File: config.mk
export PLATFORM = sky130hd
export DESIGN_NAME = rtg_fetch_timer
export DESIGN_NICKNAME = d
export VERILOG_FILES = /design/src/hw/rtg_pkg.sv /design/src/hw/rtg_fetch_timer.sv
export SDC_FILE = /design/constraint.sdc
export NUM_CORES = 1
export LEC_CHECK = 0
export BUFFER_PORTS_ARGS = -buffer_cell sky130_fd_sc_hd__buf_2
export CAP_MARGIN = 25
export CORE_AREA = 2 2 39 41
export CTS_BUF_LIST = sky130_fd_sc_hd__clkbuf_2
export CTS_CLUSTER_DIAMETER = 50
export DETAILED_ROUTE_END_ITERATION = 10
export DIE_AREA = 0 0 41 43
export RECOVER_POWER = 25
export SYNTH_ARGS = -nofsm -noshare
export SYNTH_HDL_FRONTEND = slang
export SYNTH_SLANG_ARGS = --single-unit
export TNS_END_PERCENT = 20
File: constraint.sdc
create_clock -name clk_114 -period 4.5 [get_ports clk_114]
set_input_delay 1.35 -clock clk_114 [delete_from_list [all_inputs] [get_ports clk_114]]
set_output_delay 1.35 -clock clk_114 [all_outputs]
set_load 0.005 [all_outputs]
File: src/hw/rtg_pkg.sv
/*
  Shared widths, encodings and bundles for the RTG display mixer.
  Sync bits are active low, as driven by the chipset.
  rtg_cfg_t is expected to change only while the picture is blanked.
*/
package rtg_pkg;

  //////////////////////////////
  // Widths and sizes
  //////////////////////////////
  localparam int colour_w      = 8;   // Bits per colour channel
  localparam int osd_dim_shift = 2;   // Low bits dropped under the OSD
  localparam int clut_depth    = 256; // Palette entries
  localparam int clut_idx_w    = 8;   // Palette index width
  localparam int pix_w_w       = 4;   // Fetch period field
  localparam int vb_end_w      = 7;   // Extra vblank lines field
  localparam int word_w        = 16;  // Fetched pixel word

  // OSD colour above the dimmed picture
  localparam logic [osd_dim_shift-1:0] osd_fg      = 2'b11; // Text pixel, all channels
  localparam logic [osd_dim_shift-1:0] osd_bg_rg   = 2'b00; // Background red and green
  localparam logic [osd_dim_shift-1:0] osd_bg_blue = 2'b10; // Bluish background tint

  //////////////////////////////
  // Bundles
  //////////////////////////////
  typedef struct packed {
    logic [colour_w-1:0] red;
    logic [colour_w-1:0] green;
    logic [colour_w-1:0] blue;
  } rgb_t;                          // 24 bits

  typedef struct packed {
    logic hs;                       // Active low
    logic vs;                       // Active low
    logic cs;                       // Active low
  } sync_t;

  typedef struct packed {
    rgb_t  rgb;
    sync_t sync;
  } native_vid_t;                   // Chipset picture, 27 bits

  typedef struct packed {
    logic                ena;       // RTG screen on
    logic                clut_mode; // 8-bit palette mode
    logic                ext;       // One fetch past the blank edge
    logic [pix_w_w-1:0]  pix_width; // Clocks per fetch minus 1
    logic [vb_end_w-1:0] vb_end;    // Extra blanked lines
  } rtg_cfg_t;                      // 14 bits

  typedef struct packed {
    logic                  we;      // Write this clock
    logic [clut_idx_w-1:0] idx;
    rgb_t                  rgb;
  } clut_wr_t;                      // 33 bits

  //////////////////////////////
  // Encodings
  //////////////////////////////
  typedef enum logic [1:0] {
    SRC_NATIVE   = 2'd0,            // Chipset colour
    SRC_HICOLOUR = 2'd1,            // 15-bit RTG expanded
    SRC_CLUT     = 2'd2             // RTG palette lookup
  } vid_src_e;

  typedef enum logic [1:0] {
    VB_ACTIVE  = 2'd0,              // RTG picture visible
    VB_CHIPSET = 2'd1,              // Chipset vblank high
    VB_EXTEND  = 2'd2               // Counting extra lines
  } vblank_state_e;

endpackage

File: src/hw/rtg_fetch_timer.sv
/*
  Pixel fetch pacing. pixel_req is combinational and has no back-pressure,
  so the word source must be ready on the edge after every request.
  pix_width should only change while blank is high.
*/
`timescale 1ns/1ps

module rtg_fetch_timer (
  input  logic              clk_114,
  input  logic              rst_n,
  input  rtg_pkg::rtg_cfg_t cfg,
  input  logic              rtg_vblank, // Extended vertical blank
  input  logic              hblank,     // Chipset horizontal blank
  output logic              pixel_req,  // One clock per fetched word
  output logic              blank_d,    // Blank one clock late
  output logic              lo_half     // CLUT byte select toward the path
);
  import rtg_pkg::*;

  logic               blank;
  logic               edge_fetch;
  logic [pix_w_w-1:0] cnt;       // Clocks since last request
  logic [pix_w_w-1:0] mid_cnt;
  logic               half_sel;  // Second byte of the word is due

  //////////////////////////////
  // Request strobe
  //////////////////////////////
  assign blank      = rtg_vblank | hblank;
  assign edge_fetch = blank & ~blank_d & cfg.ext; // First blank clock only
  assign mid_cnt    = cfg.pix_width >> 1;         // Floor of half period

  assign pixel_req = cfg.ena & (~blank | edge_fetch) & (cnt == cfg.pix_width);

  //////////////////////////////
  // Counter and half select
  //////////////////////////////
  always_ff @(posedge clk_114 or negedge rst_n) begin
    if (!rst_n) begin
      cnt      <= '0;
      blank_d  <= 1'b1;         // Comes out of reset blanked
      half_sel <= 1'b0;
      lo_half  <= 1'b0;
    end else begin
      blank_d <= blank;
      lo_half <= half_sel;      // Lines up with the stage 1 palette read
      if (blank || pixel_req) begin
        cnt      <= '0;         // Restart period
        half_sel <= 1'b0;       // Back to high byte
      end else begin
        cnt <= cnt + 1'b1;
        if (cnt == mid_cnt)
          half_sel <= 1'b1;     // Low byte for the rest of the period
      end
    end
  end

  //////////////////////////////
  // Checks
  //////////////////////////////
  // Requests keep the count bounded once RTG is enabled
  a_cnt_bound : assert property (@(posedge clk_114) disable iff (!rst_n)
    cfg.ena |-> (cnt <= cfg.pix_width))
    else $error("fetch counter passed pix_width");

  // Blank restarts the count, so only a one-clock period requests right after it
  a_req_after_blank : assert property (@(posedge clk_114) disable iff (!rst_n)
    (pixel_req && blank_d) |-> (cfg.pix_width == '0))
    else $error("pixel_req right after blank with pix_width above 0");

endmodule

; Word level (Yosys, flattened, before mapping)
; Index checks and enable logic that the tools add are counted.
[totals]
register_bits = 7
latchBits = 0
ram_bits = 0
mem_bits_ro = 0
in_bits = 18
out_inout_bits = 3
word_cells = 20
memories = 0
[classes]
addsub = 1
multipliers = 0
div = 0
order_cmp = 0
n_eq_ne = 2
shifts = 0
mux = 3
bitwise = 8
reduce_logical = 2
[op_table]
columns = op, n
row1 = $add 4x1->4 const B, 1
row2 = $and 1x1->1, 4
row3 = $eq 4x3->1, 1
row4 = $eq 4x4->1, 1
row5 = $mux 4, 1
row6 = $mux 1, 2
row7 = $not 1->1, 2
row8 = $or 1x1->1, 2
row9 = $reduce_bool 2->1, 1
row10 = $logic_or 1x1->1, 1

; Depth between registers and ports, before layout
[logic_depth]
depth_word = 8
mapped_depth = 4
mapped_depth_nobuf = 3

; Worst setup path after synthesis
; No wires, ideal clock.
[synth_timing]
path_kind = input-to-output
start = in cfg[7] (netlist name)
end = out pixel_req
arrival_ns = 2.192
required_time_ns = 3.150
setup_slack_ns = 0.958
path_stages = 3
n_path_buf = 0
cell_sequence = inv_1 -> a222oi_1 -> and4_1
[synth_between]
elab_chain_cells = 2
[synth_lines]
columns = element, line
row1 = from (decl), rtg_fetch_timer.sv:11  ; input rtg_pkg::rtg_cfg_t cfg,
row2 = $eq 4x4->1, rtg_fetch_timer.sv:33  ; assign pixel_req = cfg.ena & (~blank | edge_fetch) & (cnt == cfg.pix_width);
row3 = $and 1x1->1, rtg_fetch_timer.sv:33
row4 = to (decl), rtg_fetch_timer.sv:14  ; output logic pixel_req,
; Every way passes these cells.

; Worst setup path after layout
; Same ends and word-level chain as after synthesis.

==> flow_summary_export.csv <==
group,metric,value,unit
synthesis,synth-seq-cells,7,
drt,ant_nets,0,
timing,slew_headroom,70.0,%
synthesis,ys.flop_type,"dfrtp_1",
synthesis,async_flop_share,100,%
place,io_buffer_count,12,
critical_path,worst_ep_arrival_time,2.27,ns
die,start_util,27.5,%
die,core,1380,um2
grt,antenna_found_initial,0,
critical_path,cp_top_family,"buffers and inverters",
min_path,min_path_type,"reg -> reg",
timing,fin_ws,0.882,ns
place,place_area,464,um2
clocking,post_cts_resized,0,
clocking,cts_buffer_depth,2,
cells_and_area,finalInstanceArea,483,um2
timing,fin_setup_tns,0,ns
clocking,cts.sinks,7,
drt,dr.first_iter.drc_count,10,
cells_and_area,num_antenna_cells,0,
die,rows,14,
critical_path,crit_required,3.15,ns
clocking,path_clk_slew,0.08,ns
drt,post_drt_wl_per_cell,11.4,um
drt,vias,318,
clocking,clk_latency,0.23,ns
synthesis,ys_types,17,
job,cap_violations,0,
die,die_width,41,um
synthesis,syn-num-nets,54,
critical_path,cp-start-kind,"input pin",
timing,finalCritPeriodShare,80.4,%
grt,grt_pass1_wl,1190,um
timing,worst_pin_slew,0.446,ns
synthesis,synthTopCellsByArea,"dfrtp_1 39%, xnor2_1 14%, a311oi_1 12%, dfstp_2 6.9%, inv_1 4.9%",
pwr,power_density,274,nW/um2
outcome,status,"complete, no violations",
die,num_io_pins,21,
synthesis,synth_warnings,0,
timing,max_freq,276,MHz
grt,grtUsageTotal,10.3,%
place,preCtsSetupSlack,0.885,ns
timing,slew_viol_final,0,
cells_and_area,fin_cells,67,
synthesis,yosys-top-cells-count,"6 x dfrtp_1, 6 x xnor2_1, 5 x a311oi_1, 5 x inv_1",
critical_path,critPathMaxStageDelay,0.32,ns
synthesis,synth_top_area_cell,"dfrtp_1",
cells_and_area,area_growth,27.0,%
critical_path,timing.critical_path.mode_cell,"buf_2",
grt,grt_max_degree,8,
clocking,cts_setup_buffers,0,
pwr,vdd_drop_max,123,uV
timing,hold_violations,0,
clocking,root_buffer,"clkbuf_2",
pwr,p_leak,0.221,nW
critical_path,slowest_stage,"a222oi_1",
synthesis,syn_inst,35,
grt,grt_pass1_vias,273,
drt,drt_first_pass_iters,4,
synthesis,syn_area,380,um2
grt,grt-ovfl-total,0,
clocking,hold_buffers,0,
place,placedCellCount,63,
place,hpwlAfterDp,581,um
synthesis,synth_edf_count,0,
critical_path,path_class,"in -> out",
die,die_y,43,um
die,dieArea,1760,um2
timing,layout_min_cycle_time,3.62,ns
synthesis,avgSynthCellArea,10.9,um2
drt,vias_per_cell,4.75,
clocking,cts_tree,"yes",
critical_path,crit_chain,"buf_2 > inv_1 > a222oi_1 > buf_4 > and4_1 > buf_2",
timing,setup_viol,0,
clocking,cts_max_level,1,
critical_path,end_kind,"output pin",
clocking,cts_buffers,3,
drt,routed_wl,766,um
cells_and_area,nets,71,
critical_path,path_max_fanout,6,
cells_and_area,drive_gt1_share,37.3,%
drt,drc,0,
place,gp_congestion,0.659,
critical_path,path_buf_inv,4,
synthesis,ys_seq_area_share,46.4,%
timing,clock-skew-final,0.0113,ns
synthesis,synth_top_area_share,39.5,%
cells_and_area,n_fill_cell,143,
timing,rsz0062_at_grt,"no",
[layout by cell type, fill, tap and decap left out, types with 4 or more instances in the layout]
cell type	Yosys	routed
buf_2	0	11
a311oi_1	5	5
xnor2_1	6	6
inv_1	5	5
clkbuf_2	0	4
dfrtp_1	6	6
[routing by layer]
metal	up-vias	track usage, %	part of all wire [%]
met4	0	2.00	0
met5	-	0	0
met2	12	13.4	45
li1	162	-	-
met1	144	13.4	47
met3	0	7.85	8.0
[path summary, 6_finish.rpt]
kind | start | endpoint | slack, ns | cells past startpoint
worst max-delay path | cfg[7] | pixel_req | 0.88 | 6
worst min-delay path | half_sel$_DFFE_PN0P_ | lo_half$_DFF_PN0_ | 0.38 | 0
worst max register to register | cnt[2]$_DFF_PN0_ | cnt[2]$_DFF_PN0_ | 3.20 | 3
worst min register to register | half_sel$_DFFE_PN0P_ | lo_half$_DFF_PN0_ | 0.38 | 0
max in group asynchronous | rst_n | blank_d$_DFF_PN1_ | 3.17 | 1
min in group asynchronous | rst_n | half_sel$_DFFE_PN0P_ | 1.00 | 1
[logic make-up (layout without fill, tap and decap cells)]
family          after synthesis  in the layout  share of synthesized area, %
compound gates                9              9                          20.7
xor+xnor                      6              6                          13.8
fa+ha+maj                     1              1                          3.29
buf+inv                       7             23                          6.91
flops                         7              7                          46.4
simple gates                  5              5                          8.88
[worst register-to-register path, cell delays in order, from the launching register on]
cell	delay [ns]
dfrtp_1	0.45
or2b_1	0.25
o2111a_1	0.20
a311oi_1	0.30
[state kept, by name (all words and copies together) (netlist names)]
signal	count
half_sel	1
lo_half	1
blank_d	1
cnt	4
[layout make-up]
cell class | count | area (um2) | share of cell area [%]
Multi-Input combinational cell | 21 | 178 | 36.8
Inverter | 6 | 22.5 | 4.66
Sequential cell | 7 | 176 | 36.5
Clock buffer | 4 | 20.0 | 4.15
Timing Repair Buffer | 13 | 66.3 | 13.7
Tap cell | 16 | 20.0 | 4.15
[stage by stage]
| stage | hold slack [ns] | power (W) | utilization [%] |
|---|---|---|---|
| final | 0.381 | 0.000132 | 34.9 |
| after global routing | 0.401 | 0.000143 | 34.9 |
| after CTS | 0.381 | 0.000135 | 35.0 |
| after detailed placement | 0.363 | 0.0000870 | 33.5 |
| after global placement | 0.365 | 0.0000869 | 33.5 |
| after floorplan | 0.354 | 0.0000776 | - |
[report_power, final]
group	total [W]	internal [W]	switching (W)
clock	0.0000469	0.0000236	0.0000233
sequential	0.0000669	0.0000651	0.00000182
combinational	0.0000186	0.00000903	0.00000956
Power figures use the tool's default switching activity.
