**src/hw/rtg_pkg.sv**
```systemverilog
/*
  Shared widths, encodings and bundles for the RTG display mixer.
  Sync bits are active low, as driven by the chipset.
  rtg_cfg_t is expected to change only while the picture is blanked.
*/
package rtg_pkg;

  //////////////////////////////
  // Widths and sizes
  //////////////////////////////
  localparam int colour_w      = 8;   // Bits per colour channel
  localparam int osd_dim_shift = 2;   // Low bits dropped under the OSD
  localparam int clut_depth    = 256; // Palette entries
  localparam int clut_idx_w    = 8;   // Palette index width
  localparam int pix_w_w       = 4;   // Fetch period field
  localparam int vb_end_w      = 7;   // Extra vblank lines field
  localparam int word_w        = 16;  // Fetched pixel word

  // OSD colour above the dimmed picture
  localparam logic [osd_dim_shift-1:0] osd_fg      = 2'b11; // Text pixel, all channels
  localparam logic [osd_dim_shift-1:0] osd_bg_rg   = 2'b00; // Background red and green
  localparam logic [osd_dim_shift-1:0] osd_bg_blue = 2'b10; // Bluish background tint

  //////////////////////////////
  // Bundles
  //////////////////////////////
  typedef struct packed {
    logic [colour_w-1:0] red;
    logic [colour_w-1:0] green;
    logic [colour_w-1:0] blue;
  } rgb_t;                          // 24 bits

  typedef struct packed {
    logic hs;                       // Active low
    logic vs;                       // Active low
    logic cs;                       // Active low
  } sync_t;

  typedef struct packed {
    rgb_t  rgb;
    sync_t sync;
  } native_vid_t;                   // Chipset picture, 27 bits

  typedef struct packed {
    logic                ena;       // RTG screen on
    logic                clut_mode; // 8-bit palette mode
    logic                ext;       // One fetch past the blank edge
    logic [pix_w_w-1:0]  pix_width; // Clocks per fetch minus 1
    logic [vb_end_w-1:0] vb_end;    // Extra blanked lines
  } rtg_cfg_t;                      // 14 bits

  typedef struct packed {
    logic                  we;      // Write this clock
    logic [clut_idx_w-1:0] idx;
    rgb_t                  rgb;
  } clut_wr_t;                      // 33 bits

  //////////////////////////////
  // Encodings
  //////////////////////////////
  typedef enum logic [1:0] {
    SRC_NATIVE   = 2'd0,            // Chipset colour
    SRC_HICOLOUR = 2'd1,            // 15-bit RTG expanded
    SRC_CLUT     = 2'd2             // RTG palette lookup
  } vid_src_e;

  typedef enum logic [1:0] {
    VB_ACTIVE  = 2'd0,              // RTG picture visible
    VB_CHIPSET = 2'd1,              // Chipset vblank high
    VB_EXTEND  = 2'd2               // Counting extra lines
  } vblank_state_e;

endpackage

```
**src/hw/rtg_vblank_extend.sv**
```systemverilog
/*
  Holds the RTG picture blanked for vb_end lines after chipset vblank.
  hs is sampled on clk_114 and only its rising edges are counted,
  so it needs no synchroniser beyond the single sample register.
*/
`timescale 1ns/1ps

module rtg_vblank_extend (
  input  logic                         clk_114,
  input  logic                         rst_n,
  input  logic                         vblank,     // Chipset vertical blank
  input  logic                         hs,         // Chipset hsync, active low
  input  logic [rtg_pkg::vb_end_w-1:0] vb_end,     // Extra lines to blank
  output logic                         rtg_vblank
);
  import rtg_pkg::*;

  vblank_state_e       state;
  logic [vb_end_w-1:0] line_cnt;  // Lines seen since vblank fell
  logic                hs_d;
  logic                hs_rise;

  assign hs_rise    = hs & ~hs_d;            // End of sync pulse
  assign rtg_vblank = (state != VB_ACTIVE);  // Straight from state register

  always_ff @(posedge clk_114 or negedge rst_n) begin
    if (!rst_n) begin
      state    <= VB_CHIPSET;
      line_cnt <= '0;
      hs_d     <= 1'b1;                      // Sync idle
    end else begin
      hs_d <= hs;
      if (vblank) begin
        state    <= VB_CHIPSET;
        line_cnt <= '0;
      end else if (state != VB_ACTIVE) begin
        if (line_cnt == vb_end) begin
          state <= VB_ACTIVE;                // Drop blank next clock
        end else begin
          state <= VB_EXTEND;
          if (hs_rise)
            line_cnt <= line_cnt + 1'b1;
        end
      end
    end
  end

  // Count stops at vb_end and leaves EXTEND on the next clock
  a_cnt_limit : assert property (@(posedge clk_114) disable iff (!rst_n)
    (state == VB_EXTEND) |-> (line_cnt <= vb_end))
    else $error("vblank line count passed vb_end");

endmodule

```
**config.mk**
```make
export PLATFORM = sky130hd
export DESIGN_NAME = rtg_vblank_extend
export DESIGN_NICKNAME = d
export VERILOG_FILES = /design/src/hw/rtg_pkg.sv /design/src/hw/rtg_vblank_extend.sv
export SDC_FILE = /design/constraint.sdc
export NUM_CORES = 1
export LEC_CHECK = 0
export BUFFER_PORTS_ARGS = -buffer_cell sky130_fd_sc_hd__buf_2
export CORE_MARGIN = 2
export CORE_UTILIZATION = 40
export DETAILED_ROUTE_END_ITERATION = 10
export PLACE_DENSITY = 0.69
export SYNTH_ARGS = -nofsm -noshare
export SYNTH_HDL_FRONTEND = slang
export SYNTH_SLANG_ARGS = --single-unit
```
**constraint.sdc**
```tcl
create_clock -name clk_114 -period 2 [get_ports clk_114]
set_input_delay 0.3 -clock clk_114 [delete_from_list [all_inputs] [get_ports clk_114]]
set_output_delay 0.3 -clock clk_114 [all_outputs]
set_load 0.02 [all_outputs]
```
=== Word level (Yosys, flattened, before mapping) ===
Index checks and enable logic that the tools add are counted.

* Register bits after elaboration: 10
* Input bits: 11
* Output and inout bits: 1
* Logic and storage cells: 19

* Add/subtract/negate cells: 1
* Equal/unequal tests: 2
* Muxes and demuxes: 7
* Bitwise gates (word level): 2
* Reduce and logical (&&, ||, !) cells: 4

{| class="wikitable"
|+ Operators by type and width
! cell !! count
|-
| 2-to-1 mux 7 bit || 4
|-
| adder 7 x 1 -> 7 bit (second input constant) || 1
|-
| == test 7 bit || 1
|-
| 2-to-1 mux 2 bit || 3
|-
| nonzero test 2 bit || 3
|-
| AND reduction 3 bit || 1
|-
| != test 2 bit (second input constant) || 1
|-
| bitwise AND 1 bit || 1
|-
| NOT 1 bit || 1
|}

=== Depth between registers and ports, before layout ===
* Word-level depth: 6
* Mapped depth: 5
* Depth with buffers taken out: 5

=== Worst setup path after synthesis ===
Ideal clock, no wire load.

* Kind: reg-to-reg
* From: register hs_d
* To: register line_cnt[5]
* Setup time: 0.066 ns
* Data arrival time: 1.315 ns
* Data required time: 1.934 ns
* Setup slack: 0.619 ns
* Cell stages (with the launch flop): 6
* Buffers on the path: 0
* Period minus slack after synthesis: 1.381 ns
* Path through: dfstp_2 and2b_1 and3_1 nand4_1 or4_1 nand2_1

* Longest elaborated chain between the ends: 4

{| class="wikitable"
|+ RTL lines
! item !! RTL line !! text
|-
| from (decl) || rtg_vblank_extend.sv:20 || <nowiki>logic hs_d;</nowiki>
|-
| from (signal assigned) || rtg_vblank_extend.sv:32 || <nowiki>hs_d <= hs;</nowiki>
|-
| NOT 1 bit || rtg_vblank_extend.sv:23 || <nowiki>assign hs_rise = hs & ~hs_d;</nowiki>
|-
| bitwise AND 1 bit || rtg_vblank_extend.sv:23 ||
|-
| nonzero test 2 bit (no source line) || n/a ||
|-
| AND reduction 3 bit (no source line) || n/a ||
|-
| to (signal assigned) || rtg_vblank_extend.sv:42 || <nowiki>line_cnt <= line_cnt + 1'b1;</nowiki>
|-
| to (decl) || rtg_vblank_extend.sv:19 || <nowiki>logic [vb_end_w-1:0] line_cnt;</nowiki>
|}

No other way between the ends.
A chain may end at the register's enable or synchronous reset.

=== Final worst setup path ===
* From: register line_cnt[0]
* To: register line_cnt[1]

* Longest elaborated chain between the ends: 5
* Elaborated cells between the ends (all ways): 8
* Classes of those cells: 1 x add/sub; 2 x eq/ne; 4 x mux; 1 x reduce/logical

{| class="wikitable"
|+ RTL lines
! item !! RTL line !! text
|-
| adder 7 x 1 -> 7 bit || rtg_vblank_extend.sv:42 ||
|-
| 2-to-1 mux 7 bit || rtg_vblank_extend.sv:41 || <nowiki>if (hs_rise)</nowiki>
|-
| 2-to-1 mux 7 bit || rtg_vblank_extend.sv:37 || <nowiki>if (line_cnt == vb_end) begin</nowiki>
|-
| 2-to-1 mux 7 bit || rtg_vblank_extend.sv:36 || <nowiki>end else if (state != VB_ACTIVE) begin</nowiki>
|-
| 2-to-1 mux 7 bit || rtg_vblank_extend.sv:33 || <nowiki>if (vblank) begin</nowiki>
|}

Several ways; a longest one is shown, not always the timed one. The select of a mux whose other input is x is not followed.

==> run summary <==
Max clock buf depth: 2
RSZ-0062 raised after global routing: no
Layout cell share with drive strength beyond 1: 32.3%
Die area: 1720 sq um
Syn nets: 64
Period utilization: 76.1%
First-pass GRT wire length: 1900 microns
Detailed router's first-iteration violation count: 1
Register bit total from synthesis: 10
Largest family of logic cells by synthesized area: simple AND/OR/NAND/NOR gates
Min-delay worst type: in2reg
Synth Area in XOR/XNOR: 14.1%
DP Wirelength: 805 microns
GRT Total Usage: 14.3%
Hold violation count in the final report: 0
Largest net degree at the start of global routing: 11
Initial Util: 43.1%
Clock slew at reported path FFs: 60 ps
Syn Inst Count: 52
Overflow after GRT: 0
Mapped Area: 561 sq um
Dpl cell area: 619 sq um
Worst Setup Start Kind: register
FP Rows: 13
CP max-delay cell: dfrtp_1
GPL Wtd Cong: 0.708
Core area: 1300 sq um
Initial antenna violation count: 0
CP Cell Sequence: xnor2_1 -> nand4_2 -> o211ai_4 -> mux2i_1 -> nor2_1
VDD IR max: 0.335 mV
Synth unique cells: 26
Fmax: 657 MHz
DR WL/cell: 13.4 microns
Num CTS Buffers: 3
Placed Cells: 76
Multiplexer share of the synthesized area: 1.79%
Commonest non-fill, non-tap cell in the layout: buf_2
Clock H-tree levels: 1
Post-synthesis adder-cell area fraction: 2.23%
CTS tree: done
Max-Cap Viols: 0
Critical path buffer and inverter count: 0
Die span in x: 41.4 microns
Pwr/cell area: 611 nW/um^2
Final-report setup violation count: 0
Min Tclk post-route: 1520 ps
Final TNS setup: 0 ps
Clock sink count: 10
Outcome: finished clean
Antenna Violating Nets Remaining: 0
Setup crit end kind: register
Slowest stage delay, CP: 460 ps
Syn-to-layout area delta: 16.3%
Finished Layout Cells: 80
Net count, final: 79
P_leak: 0.298 nW
Required @ worst endpoint: 2140 ps
Avg Cell Area, Syn: 10.8 sq um
I/O pin total: 12
DRT Pass-1 Iters: 4
Die Y-Extent: 41.4 microns
Slew Limit Fails: 0
Finished Cell Area: 652 sq um
Commonest non-fill, non-tap cells in the layout: buf_2 (11), dfrtp_1 (8), xnor2_1 (7)
DR vias: 430
Via density: 5.38
# diodes: 0
Setup Skew: 4.33 ps
Relative slew slack: 84.7%
Hold_buf cts: 1
Post-route DRC violation count: 0
# Post-CTS Setup Buffers: 0
CP max FO: 6
Crit path kind: reg2reg
Data arrival time of the worst path: 1660 ps
Simple-Gate Fraction of Synth Area: 20.3%
Vias in the first global route: 442
R2R Setup Slk: 480 ps
Area fraction in compound gates after synthesis: 13.2%
Family with the most delay on the worst path: flip-flops
Routed WL: 1070 microns
Root Buffer: clkbuf_4
CTS resizes: 0
Worst-Skew Late Latency: 260 ps
Worst Max-Slew Pin Slew: 229 ps
Seq/Total Area, Yosys: 45.1%
Number of port buffers: 11
YS warnings: 0
Power Total: 0.000398 W
-- kinds of logic (layout without fill, tap and decap cells) --
| group | Yosys count | after routing |
|---|---|---|
| fa+ha+maj | 1 | 1 |
| mux | 1 | 1 |
| buf+inv | 3 | 16 |
| simple gates | 18 | 18 |
| compound gates | 10 | 10 |
| flops | 10 | 10 |
| xor+xnor | 9 | 9 |
-- worst paths after layout --
kind | start | end | cells after the start
setup reg to reg | line_cnt[0] | line_cnt[1] | 5
min in group asynchronous | rst_n | line_cnt[4] | 2
hold / removal | hs | hs_d | 1
setup / recovery | line_cnt[0] | line_cnt[1] | 5
max in group asynchronous | rst_n | hs_d | 2
hold reg to reg | line_cnt[6] | line_cnt[6] | 2
-- registers in the layout (all words and copies together) (netlist names) --
name      flops
state         2
hs_d          1
line_cnt      7
-- layout make-up --
type | instances | area (sq um)
timing repair buffer | 12 | 65.1
sequential | 10 | 253
clock buffer | 3 | 22.5
multi-input combinational | 39 | 289
tap | 15 | 18.8
inverter | 1 | 3.75
fill | 137 | 649
-- per-layer routing --
layer / part of all wire (%) / vias up / track usage (%) / wire [microns]
met5: 0 / - / 0 / 0
met2: 44 / 12 / 21.3 / 471
met4: 1.3 / 0 / 5.81 / 14
li1: - / 210 / - / -
met3: 5.1 / 4 / 3.91 / 54
met1: 49 / 204 / 19.7 / 527
-- synthesized netlist by cell type --
| master | instances | area [sq um] |
|---|---|---|
| nand2_1 | 1 | 3.75 |
| nor2_1 | 4 | 15.0 |
| or2_4 | 1 | 8.76 |
| mux2i_1 | 1 | 10.0 |
| inv_1 | 1 | 3.75 |
| nand3_1 | 1 | 5.00 |
| xor2_1 | 2 | 17.5 |
| clkbuf_1 | 1 | 3.75 |
| dfstp_2 | 2 | 52.6 |
| or4_1 | 1 | 7.51 |
| buf_6 | 1 | 11.3 |
| dfrtp_1 | 8 | 200 |
| xnor2_1 | 7 | 61.3 |
| o21ai_2 | 1 | 8.76 |
| nor2b_1 | 1 | 6.26 |
| o2111ai_1 | 1 | 8.76 |
| a21oi_1 | 3 | 15.0 |
| nand4_1 | 2 | 12.5 |
| or3_1 | 3 | 18.8 |
| and2b_1 | 1 | 7.51 |
| and3_1 | 1 | 6.26 |
| nand3_2 | 1 | 10.0 |
| nand4_2 | 1 | 12.5 |
| o21ai_0 | 4 | 20.0 |
| ha_1 | 1 | 12.5 |
| o211ai_4 | 1 | 21.3 |
-- worst register-to-register path, delay by kind of cell (launching register included) --
| kind | cells | cell delay (ps) |
|---|---|---|
| flops | 1 | 460 |
| mux | 1 | 210 |
| compound gates | 1 | 270 |
| simple gates | 2 | 240 |
| xor+xnor | 1 | 220 |
-- where the power goes --
part	leakage (nW)	internal, W	switching, W	total (W)
combinational	0.153	0.0000238	0.0000286	0.0000524
clock	0.0138	0.0000692	0.0000624	0.000132
sequential	0.131	0.000209	0.00000469	0.000214
total	0.298	0.000302	0.0000957	0.000398
-- through the flow --
step	util [%]	hold slack (ps)	setup WS [ps]
after floorplan	-	4.41	619
after global placement	47.6	171	501
after detailed placement	47.6	174	473
after CTS	50.1	142	456
after global routing	50.1	139	321
final	50.1	151	478
Power figures use the tool's default switching activity.
