File: config.mk
export PLATFORM = sky130hd
export DESIGN_NAME = rtg_pixel_path
export DESIGN_NICKNAME = d
export VERILOG_FILES = /design/src/hw/rtg_pkg.sv /design/src/hw/rtg_pixel_path.sv
export SDC_FILE = /design/constraint.sdc
export NUM_CORES = 1
export LEC_CHECK = 0
export ABC_AREA = 1
export BUFFER_PORTS_ARGS = -buffer_cell sky130_fd_sc_hd__buf_4
export CORE_MARGIN = 8
export CORE_UTILIZATION = 47
export DETAILED_ROUTE_END_ITERATION = 6
export PLACE_DENSITY = 0.79
export SLEW_MARGIN = 20
export SYNTH_ARGS = -nofsm -noshare
export SYNTH_HDL_FRONTEND = slang
export SYNTH_SLANG_ARGS = --single-unit
export TNS_END_PERCENT = 30
File: constraint.sdc
create_clock -name clk_114 -period 1.45 [get_ports clk_114]
set_input_delay 0.145 -clock clk_114 [delete_from_list [all_inputs] [get_ports clk_114]]
set_output_delay 0.145 -clock clk_114 [all_outputs]
set_load 0.005 [all_outputs]
File: src/hw/rtg_pkg.sv
/*
  Shared widths, encodings and bundles for the RTG display mixer.
  Sync bits are active low, as driven by the chipset.
  rtg_cfg_t is expected to change only while the picture is blanked.
*/
package rtg_pkg;

  //////////////////////////////
  // Widths and sizes
  //////////////////////////////
  localparam int colour_w      = 8;   // Bits per colour channel
  localparam int osd_dim_shift = 2;   // Low bits dropped under the OSD
  localparam int clut_depth    = 256; // Palette entries
  localparam int clut_idx_w    = 8;   // Palette index width
  localparam int pix_w_w       = 4;   // Fetch period field
  localparam int vb_end_w      = 7;   // Extra vblank lines field
  localparam int word_w        = 16;  // Fetched pixel word

  // OSD colour above the dimmed picture
  localparam logic [osd_dim_shift-1:0] osd_fg      = 2'b11; // Text pixel, all channels
  localparam logic [osd_dim_shift-1:0] osd_bg_rg   = 2'b00; // Background red and green
  localparam logic [osd_dim_shift-1:0] osd_bg_blue = 2'b10; // Bluish background tint

  //////////////////////////////
  // Bundles
  //////////////////////////////
  typedef struct packed {
    logic [colour_w-1:0] red;
    logic [colour_w-1:0] green;
    logic [colour_w-1:0] blue;
  } rgb_t;                          // 24 bits

  typedef struct packed {
    logic hs;                       // Active low
    logic vs;                       // Active low
    logic cs;                       // Active low
  } sync_t;

  typedef struct packed {
    rgb_t  rgb;
    sync_t sync;
  } native_vid_t;                   // Chipset picture, 27 bits

  typedef struct packed {
    logic                ena;       // RTG screen on
    logic                clut_mode; // 8-bit palette mode
    logic                ext;       // One fetch past the blank edge
    logic [pix_w_w-1:0]  pix_width; // Clocks per fetch minus 1
    logic [vb_end_w-1:0] vb_end;    // Extra blanked lines
  } rtg_cfg_t;                      // 14 bits

  typedef struct packed {
    logic                  we;      // Write this clock
    logic [clut_idx_w-1:0] idx;
    rgb_t                  rgb;
  } clut_wr_t;                      // 33 bits

  //////////////////////////////
  // Encodings
  //////////////////////////////
  typedef enum logic [1:0] {
    SRC_NATIVE   = 2'd0,            // Chipset colour
    SRC_HICOLOUR = 2'd1,            // 15-bit RTG expanded
    SRC_CLUT     = 2'd2             // RTG palette lookup
  } vid_src_e;

  typedef enum logic [1:0] {
    VB_ACTIVE  = 2'd0,              // RTG picture visible
    VB_CHIPSET = 2'd1,              // Chipset vblank high
    VB_EXTEND  = 2'd2               // Counting extra lines
  } vblank_state_e;

endpackage

File: src/hw/rtg_pixel_path.sv
/*
  Two-stage colour pipeline. Stage 1 tags the source, expands 15-bit
  colour and issues the palette read. Stage 2 picks the colour, applies
  the OSD overlay and registers vid_out. Latency is 2 clocks throughout.
*/
`timescale 1ns/1ps

module rtg_pixel_path (
  input  logic                           clk_114,
  input  logic                           rst_n,
  input  rtg_pkg::rtg_cfg_t              cfg,
  input  rtg_pkg::native_vid_t           native,     // Chipset picture
  input  logic [rtg_pkg::word_w-1:0]     pixel_word, // Held by the source
  input  logic                           lo_half,    // Low byte as palette index
  input  logic                           blank_d,    // Blank one clock late
  input  logic                           osd_window,
  input  logic                           osd_pixel,
  input  rtg_pkg::rgb_t                  clut_rgb,   // Palette data, one clock late
  output logic [rtg_pkg::clut_idx_w-1:0] clut_idx,
  output rtg_pkg::native_vid_t           vid_out
);
  import rtg_pkg::*;

  vid_src_e    src_nxt;
  vid_src_e    src_s1;      // Source tag, blank now 2 clocks old
  native_vid_t nat_s1;
  rgb_t        hic_exp;
  rgb_t        hic_s1;
  logic        osd_win_s1;
  logic        osd_pix_s1;
  rgb_t        pick;        // Colour before OSD
  logic [osd_dim_shift-1:0] osd_r;
  logic [osd_dim_shift-1:0] osd_g;
  logic [osd_dim_shift-1:0] osd_b;

  // OSD value on top, picture dimmed underneath
  function automatic logic [colour_w-1:0] osd_mix(
    input logic [osd_dim_shift-1:0] osd,
    input logic [colour_w-1:0]      chan
  );
    return {osd, chan[colour_w-1:osd_dim_shift]};
  endfunction

  //////////////////////////////
  // Stage 1
  //////////////////////////////
  // Each 5-bit field padded with its own top 3 bits
  assign hic_exp.red   = {pixel_word[14:10], pixel_word[14:12]};
  assign hic_exp.green = {pixel_word[9:5],   pixel_word[9:7]};
  assign hic_exp.blue  = {pixel_word[4:0],   pixel_word[4:2]};

  assign clut_idx = lo_half ? pixel_word[7:0] : pixel_word[15:8];

  always_comb begin
    if (!cfg.ena || blank_d)
      src_nxt = SRC_NATIVE;
    else if (cfg.clut_mode)
      src_nxt = SRC_CLUT;
    else
      src_nxt = SRC_HICOLOUR;
  end

  always_ff @(posedge clk_114 or negedge rst_n) begin
    if (!rst_n) begin
      src_s1          <= SRC_NATIVE;
      nat_s1.rgb      <= '0;
      nat_s1.sync     <= '1;     // Sync inactive
      osd_win_s1      <= 1'b0;
      osd_pix_s1      <= 1'b0;
    end else begin
      src_s1     <= src_nxt;
      nat_s1     <= native;
      osd_win_s1 <= osd_window;
      osd_pix_s1 <= osd_pixel;
    end
  end

  always_ff @(posedge clk_114) begin
    hic_s1 <= hic_exp;           // Only read when tagged hi-colour
  end

  //////////////////////////////
  // Stage 2
  //////////////////////////////
  always_comb begin
    case (src_s1)
      SRC_CLUT:     pick = clut_rgb;
      SRC_HICOLOUR: pick = hic_s1;
      default:      pick = nat_s1.rgb;
    endcase
  end

  assign osd_r = osd_pix_s1 ? osd_fg : osd_bg_rg;
  assign osd_g = osd_pix_s1 ? osd_fg : osd_bg_rg;
  assign osd_b = osd_pix_s1 ? osd_fg : osd_bg_blue;

  always_ff @(posedge clk_114 or negedge rst_n) begin
    if (!rst_n) begin
      vid_out.rgb  <= '0;
      vid_out.sync <= '1;
    end else begin
      vid_out.sync <= nat_s1.sync;
      if (osd_win_s1) begin
        vid_out.rgb.red   <= osd_mix(osd_r, pick.red);
        vid_out.rgb.green <= osd_mix(osd_g, pick.green);
        vid_out.rgb.blue  <= osd_mix(osd_b, pick.blue);
      end else begin
        vid_out.rgb <= pick;
      end
    end
  end

  // Palette mode must still be set when a palette pixel reaches stage 2
  a_clut_tag : assert property (@(posedge clk_114) disable iff (!rst_n)
    (src_s1 == SRC_CLUT) |-> cfg.clut_mode)
    else $error("SRC_CLUT tag without clut_mode");

endmodule

# Yosys cells after proc, flatten, opt, wreduce, memory -nomap -nowiden
# Cells that the tools add are included.
# W data, S select, Z words.
[word_totals]
register_bits = 82
word_cells = 29
input_bits = 87
output_inout_bits = 35
[op_classes]
mux = 7
n_eq_ne = 2
n_reduce_logical = 2
[ops]
columns = ["op", "n"]
rows = [
  ["$pmux W24 S2", 1],
  ["$mux W24", 1],
  ["$mux W8", 1],
  ["$mux W2", 3],
  ["$eq A2 B1 Y1 const B", 1],
  ["$eq A2 B2 Y1 const B", 1],
  ["$logic_not A1 Y1", 1],
  ["$logic_or A1 B1 Y1", 1],
  ["$mux W1", 1],
]

# Logic depth before layout (Yosys ltp)
[logic_depth]
word_depth = 3
depth_mapped = 8
depth_no_buf = 7

# Worst setup path before layout
# OpenSTA, ideal clock, no wires.
[synth_path]
kind = "register to register"
startpoint = "register src_s1[0]"
endpoint = "register vid_out[17] (netlist bit)"
arrival_ns = 1.165
t_required_ns = 1.329
setup_ns = 0.121
synth_period_minus_slack_ns = 1.285
n_path_buf = 1
slack_ns = 0.165
stages_incl_launch_ff = 8
cell_sequence = "dfrtp_1 inv_1 ha_1 inv_2 buf_4 nand3_2 nand3_1 nand2_1"
[synth_via]
elab_chain_len = 3
word_cells_on_any_way = 4
classes_between = "eq/ne: 2; mux: 2"
[synth_lines]
columns = ["item", "line", "text"]
rows = [
  ["start: declaration", "rtg_pixel_path.sv:25", "vid_src_e src_s1;"],
  ["start signal: assignment", "rtg_pixel_path.sv:71", "src_s1 <= src_nxt;"],
  ["$eq A2 B1 Y1 / $eq A2 B2 Y1 (equally long branches)", "rtg_pixel_path.sv:86", "case (src_s1)"],
  ["$pmux W24 S2 (*)", "rtg_pixel_path.sv:86", ""],
  ["$mux W24 (*)", "rtg_pixel_path.sv:103", "if (osd_win_s1) begin"],
  ["end: declaration", "rtg_pixel_path.sv:20", "output rtg_pkg::native_vid_t vid_out"],
]
# Every way passes the cells marked *; elsewhere a longest branch is shown, timed or not.

# Final worst setup path
[layout_path]
startpoint = "register src_s1[1]"
endpoint = "register vid_out[17] (netlist bit)"
# The elaborated chain is that of the path after synthesis.

==> impl_metrics.env <==
export IMPL_setup_worst_path_start_class="flip-flop"
export IMPL_cts_tree="yes"
export IMPL_crit_path_end_kind="flip-flop"
export IMPL_p_leak_uw=0.00218
export IMPL_die_w_um=93.5
export IMPL_synthFlopType="dfrtp_1"
export IMPL_use_met3=0.0665
export IMPL_hold_violations=0
export IMPL_clkPwrFrac=0.307
export IMPL_fill_cells=404
export IMPL_p_sw_frac=0.253
export IMPL_switchingPower_uw=1130
export IMPL_p_comb_frac=0.192
export IMPL_ys_async_sr_fraction=0.795
export IMPL_top_usage_layer="met2"
export IMPL_synth_commonest_cells="nand2_1, dfrtp_1, nand3_1, dfxtp_1, inv_1"
export IMPL_finalSetupTns_ns=0
export IMPL_slew_headroom=0.520
export IMPL_grt_pass1_vias=2670
export IMPL_remaining_drc_errors=0
export IMPL_grt_pass1_wl_um=13000
export IMPL_cts_buffer_depth=2
export IMPL_fin_util=0.761
export IMPL_n_antenna_cell=0
export IMPL_grt_use_total=0.193
export IMPL_nets=529
export IMPL_path_class="flip-flop to flip-flop"
export IMPL_final_setup_viol_count=0
export IMPL_cts_made_buffers=9
export IMPL_syn_avg_cell_area_um2=10.3
export IMPL_critPathMaxFanout=7
export IMPL_hold_path_class="input pin to flip-flop"
export IMPL_viasPerCell=4.84
export IMPL_drv_slew=0
export IMPL_coreArea_um2=5850
export IMPL_vias=2517
export IMPL_setup_slack_ns=0.0195
export IMPL_cp_arrival_ns=1.65
export IMPL_wl_per_cell_um=16.4
export IMPL_htree_levels=3
export IMPL_seq_power_share=0.501
export IMPL_ys_ff_latch=73
export IMPL_dr_pass1_iters=4
export IMPL_timing_fmax_mhz=699
export IMPL_place_ws_ns=-0.0682
export IMPL_row_count=28
export IMPL_antenna_found_initial=0
export IMPL_p_int_uw=3330
export IMPL_synth_top_area_frac=0.461
export IMPL_maxCapViolCount=0
export IMPL_worstMarginPinSlew_ns=0.720
export IMPL_syn_area_um2=2820
export IMPL_grt_util_met1=0.211
export IMPL_synth_edff_count=0
export IMPL_yosys_area_top_type="dfrtp_1"
export IMPL_area_growth_pct=57.9
export IMPL_clock_sinks=73
export IMPL_io_buffers=109
export IMPL_clkTransAtPathRegs_ns=0.07
export IMPL_hpwl_um=5640
export IMPL_yosysSeqAreaShare=0.624
export IMPL_die_area_um2=8730
export IMPL_die_h_um=93.5
export IMPL_grt_remaining_overflow=0
export IMPL_power_density_nw_per_um2=1000
export IMPL_synth_most_common_cell="nand2_1"
export IMPL_ys_top_cells_by_area="dfrtp_1, dfxtp_1, nand2_1"
export IMPL_gp_congestion=0.805
export IMPL_hold_depth=3
export IMPL_yosysWarnings=0
export IMPL_insertion_delay_ns=0.34
export IMPL_ir_worst_vdd_mv=0.611
export IMPL_fin_worst_skew_ns=0.00713
export IMPL_status="complete, no violations"
export IMPL_drt_initial_drc_count=160
export IMPL_antenna_left=0
export IMPL_grtUsageMet2=0.332
export IMPL_initial_core_util=0.482
export IMPL_ioPinCount=122
export IMPL_finalWirelength_um=8530
export IMPL_syn_inst=274
export IMPL_grt_max_degree=59
export IMPL_cp_data_required_time_ns=1.67
export IMPL_drive_above_1_share=0.396
export IMPL_synth_nets=363
export IMPL_worst_r2r_path_depth=6
export IMPL_yosys_cell_types_count=19
export IMPL_ctsRootBufferMaster="clkbuf_8"
export IMPL_finalCriticalPeriod_ns=1.43
export IMPL_finalCritPeriodShare=0.987
## sequential cells by signal, summed over array words and instances (netlist names)
name / cells
osd_pix_s1: 1
nat_s1: 27
osd_win_s1: 1
hic_s1: 15
src_s1: 2
vid_out: 27
## power groups by stage
stage,registers (µW),clock network (µW),logic (µW)
after floorplan,2270,0,282
after CTS,2230,1380,808
after global routing,2240,1470,936
after global placement,2270,0,679
after detailed placement,2270,0,701
final,2230,1370,857
## worst max-delay path: stages, from the launching register on
cell and delay [ns]:
dfrtp_1 0.42, ha_4 0.30, inv_4 0.06, buf_12 0.13
or2_4 0.25, nand3_1 0.09, nand2_1 0.05
## cells in the final DEF (no fill, tap or decap)
master	n
buf_12	1
buf_4	115
buf_6	1
clkbuf_1	2
clkbuf_16	2
clkbuf_8	10
clkinv_2	4
clkinv_4	1
dfrtp_1	52
dfstp_2	6
dfxtp_1	15
dlygate4sd3_1	48
ha_4	2
inv_1	14
inv_2	1
inv_4	1
mux2_2	8
nand2_1	77
nand2_2	6
nand3_1	44
nand3_2	15
nor2_1	12
nor3_1	1
nor3b_1	1
or2_1	3
or2_4	3
## layer usage
layer | part of all wire | vias to the layer above
li1 | - | 1209
met1 | 0.37 | 1181
met3 | 0.093 | 14
met4 | 0.021 | 0
met5 | 0 | -
met2 | 0.51 | 113
## repair_timing
item / 4_1_cts / 5_1_grt
hold buffers: 48 / 0
gates resized for setup: 1 / 10
buffers inserted: 0 / 1
hold endpoints to repair: 98 / 0
cloned: 0 / 2
setup endpoints to repair: 24 / 21
pin swaps: 0 / 2
## final timing paths
path,from,to,slack [ns]
worst max-delay path,src_s1[1],vid_out[17],0.02
worst min-delay path,cfg[13],src_s1[1],0.08
worst max register to register,src_s1[1],vid_out[17],0.02
worst min register to register,nat_s1[0],vid_out[0],0.36
max in group asynchronous,rst_n,nat_s1[12],0.56
min in group asynchronous,rst_n,nat_s1[5],0.40
## through the flow
stage               area (µm²)  total power (µW)  hold slack (ns)  instances
floorplan                 2820              2550           -0.151        274
global placement          3700              2950            0.233        453
detailed placement        3700              2970            0.246        453
CTS                       4350              4420           0.0421        517
global route              4450              4650           0.0884        520
finish                    4450              4460           0.0771        520
## final cells by class
cell class | count | area, µm² | area share
sequential | 73 | 1760 | 0.395
timing repair buffer | 167 | 1430 | 0.320
multi-input combinational | 172 | 940 | 0.211
clock buffer | 12 | 145 | 0.0326
tap | 75 | 93.8 | 0.0211
inverter | 17 | 71.3 | 0.0160
clock inverter | 4 | 20.0 | 0.00449
## kinds of logic (layout without fill, tap and decap cells)
family / after synthesis / in the layout / synth area share
simple gates: 162 / 162 / 0.277
flops: 73 / 73 / 0.624
buf+inv: 29 / 200 / 0.0581
fa+ha+maj: 2 / 2 / 0.00887
mux: 8 / 8 / 0.0319
Power figures use the tool's default switching activity.
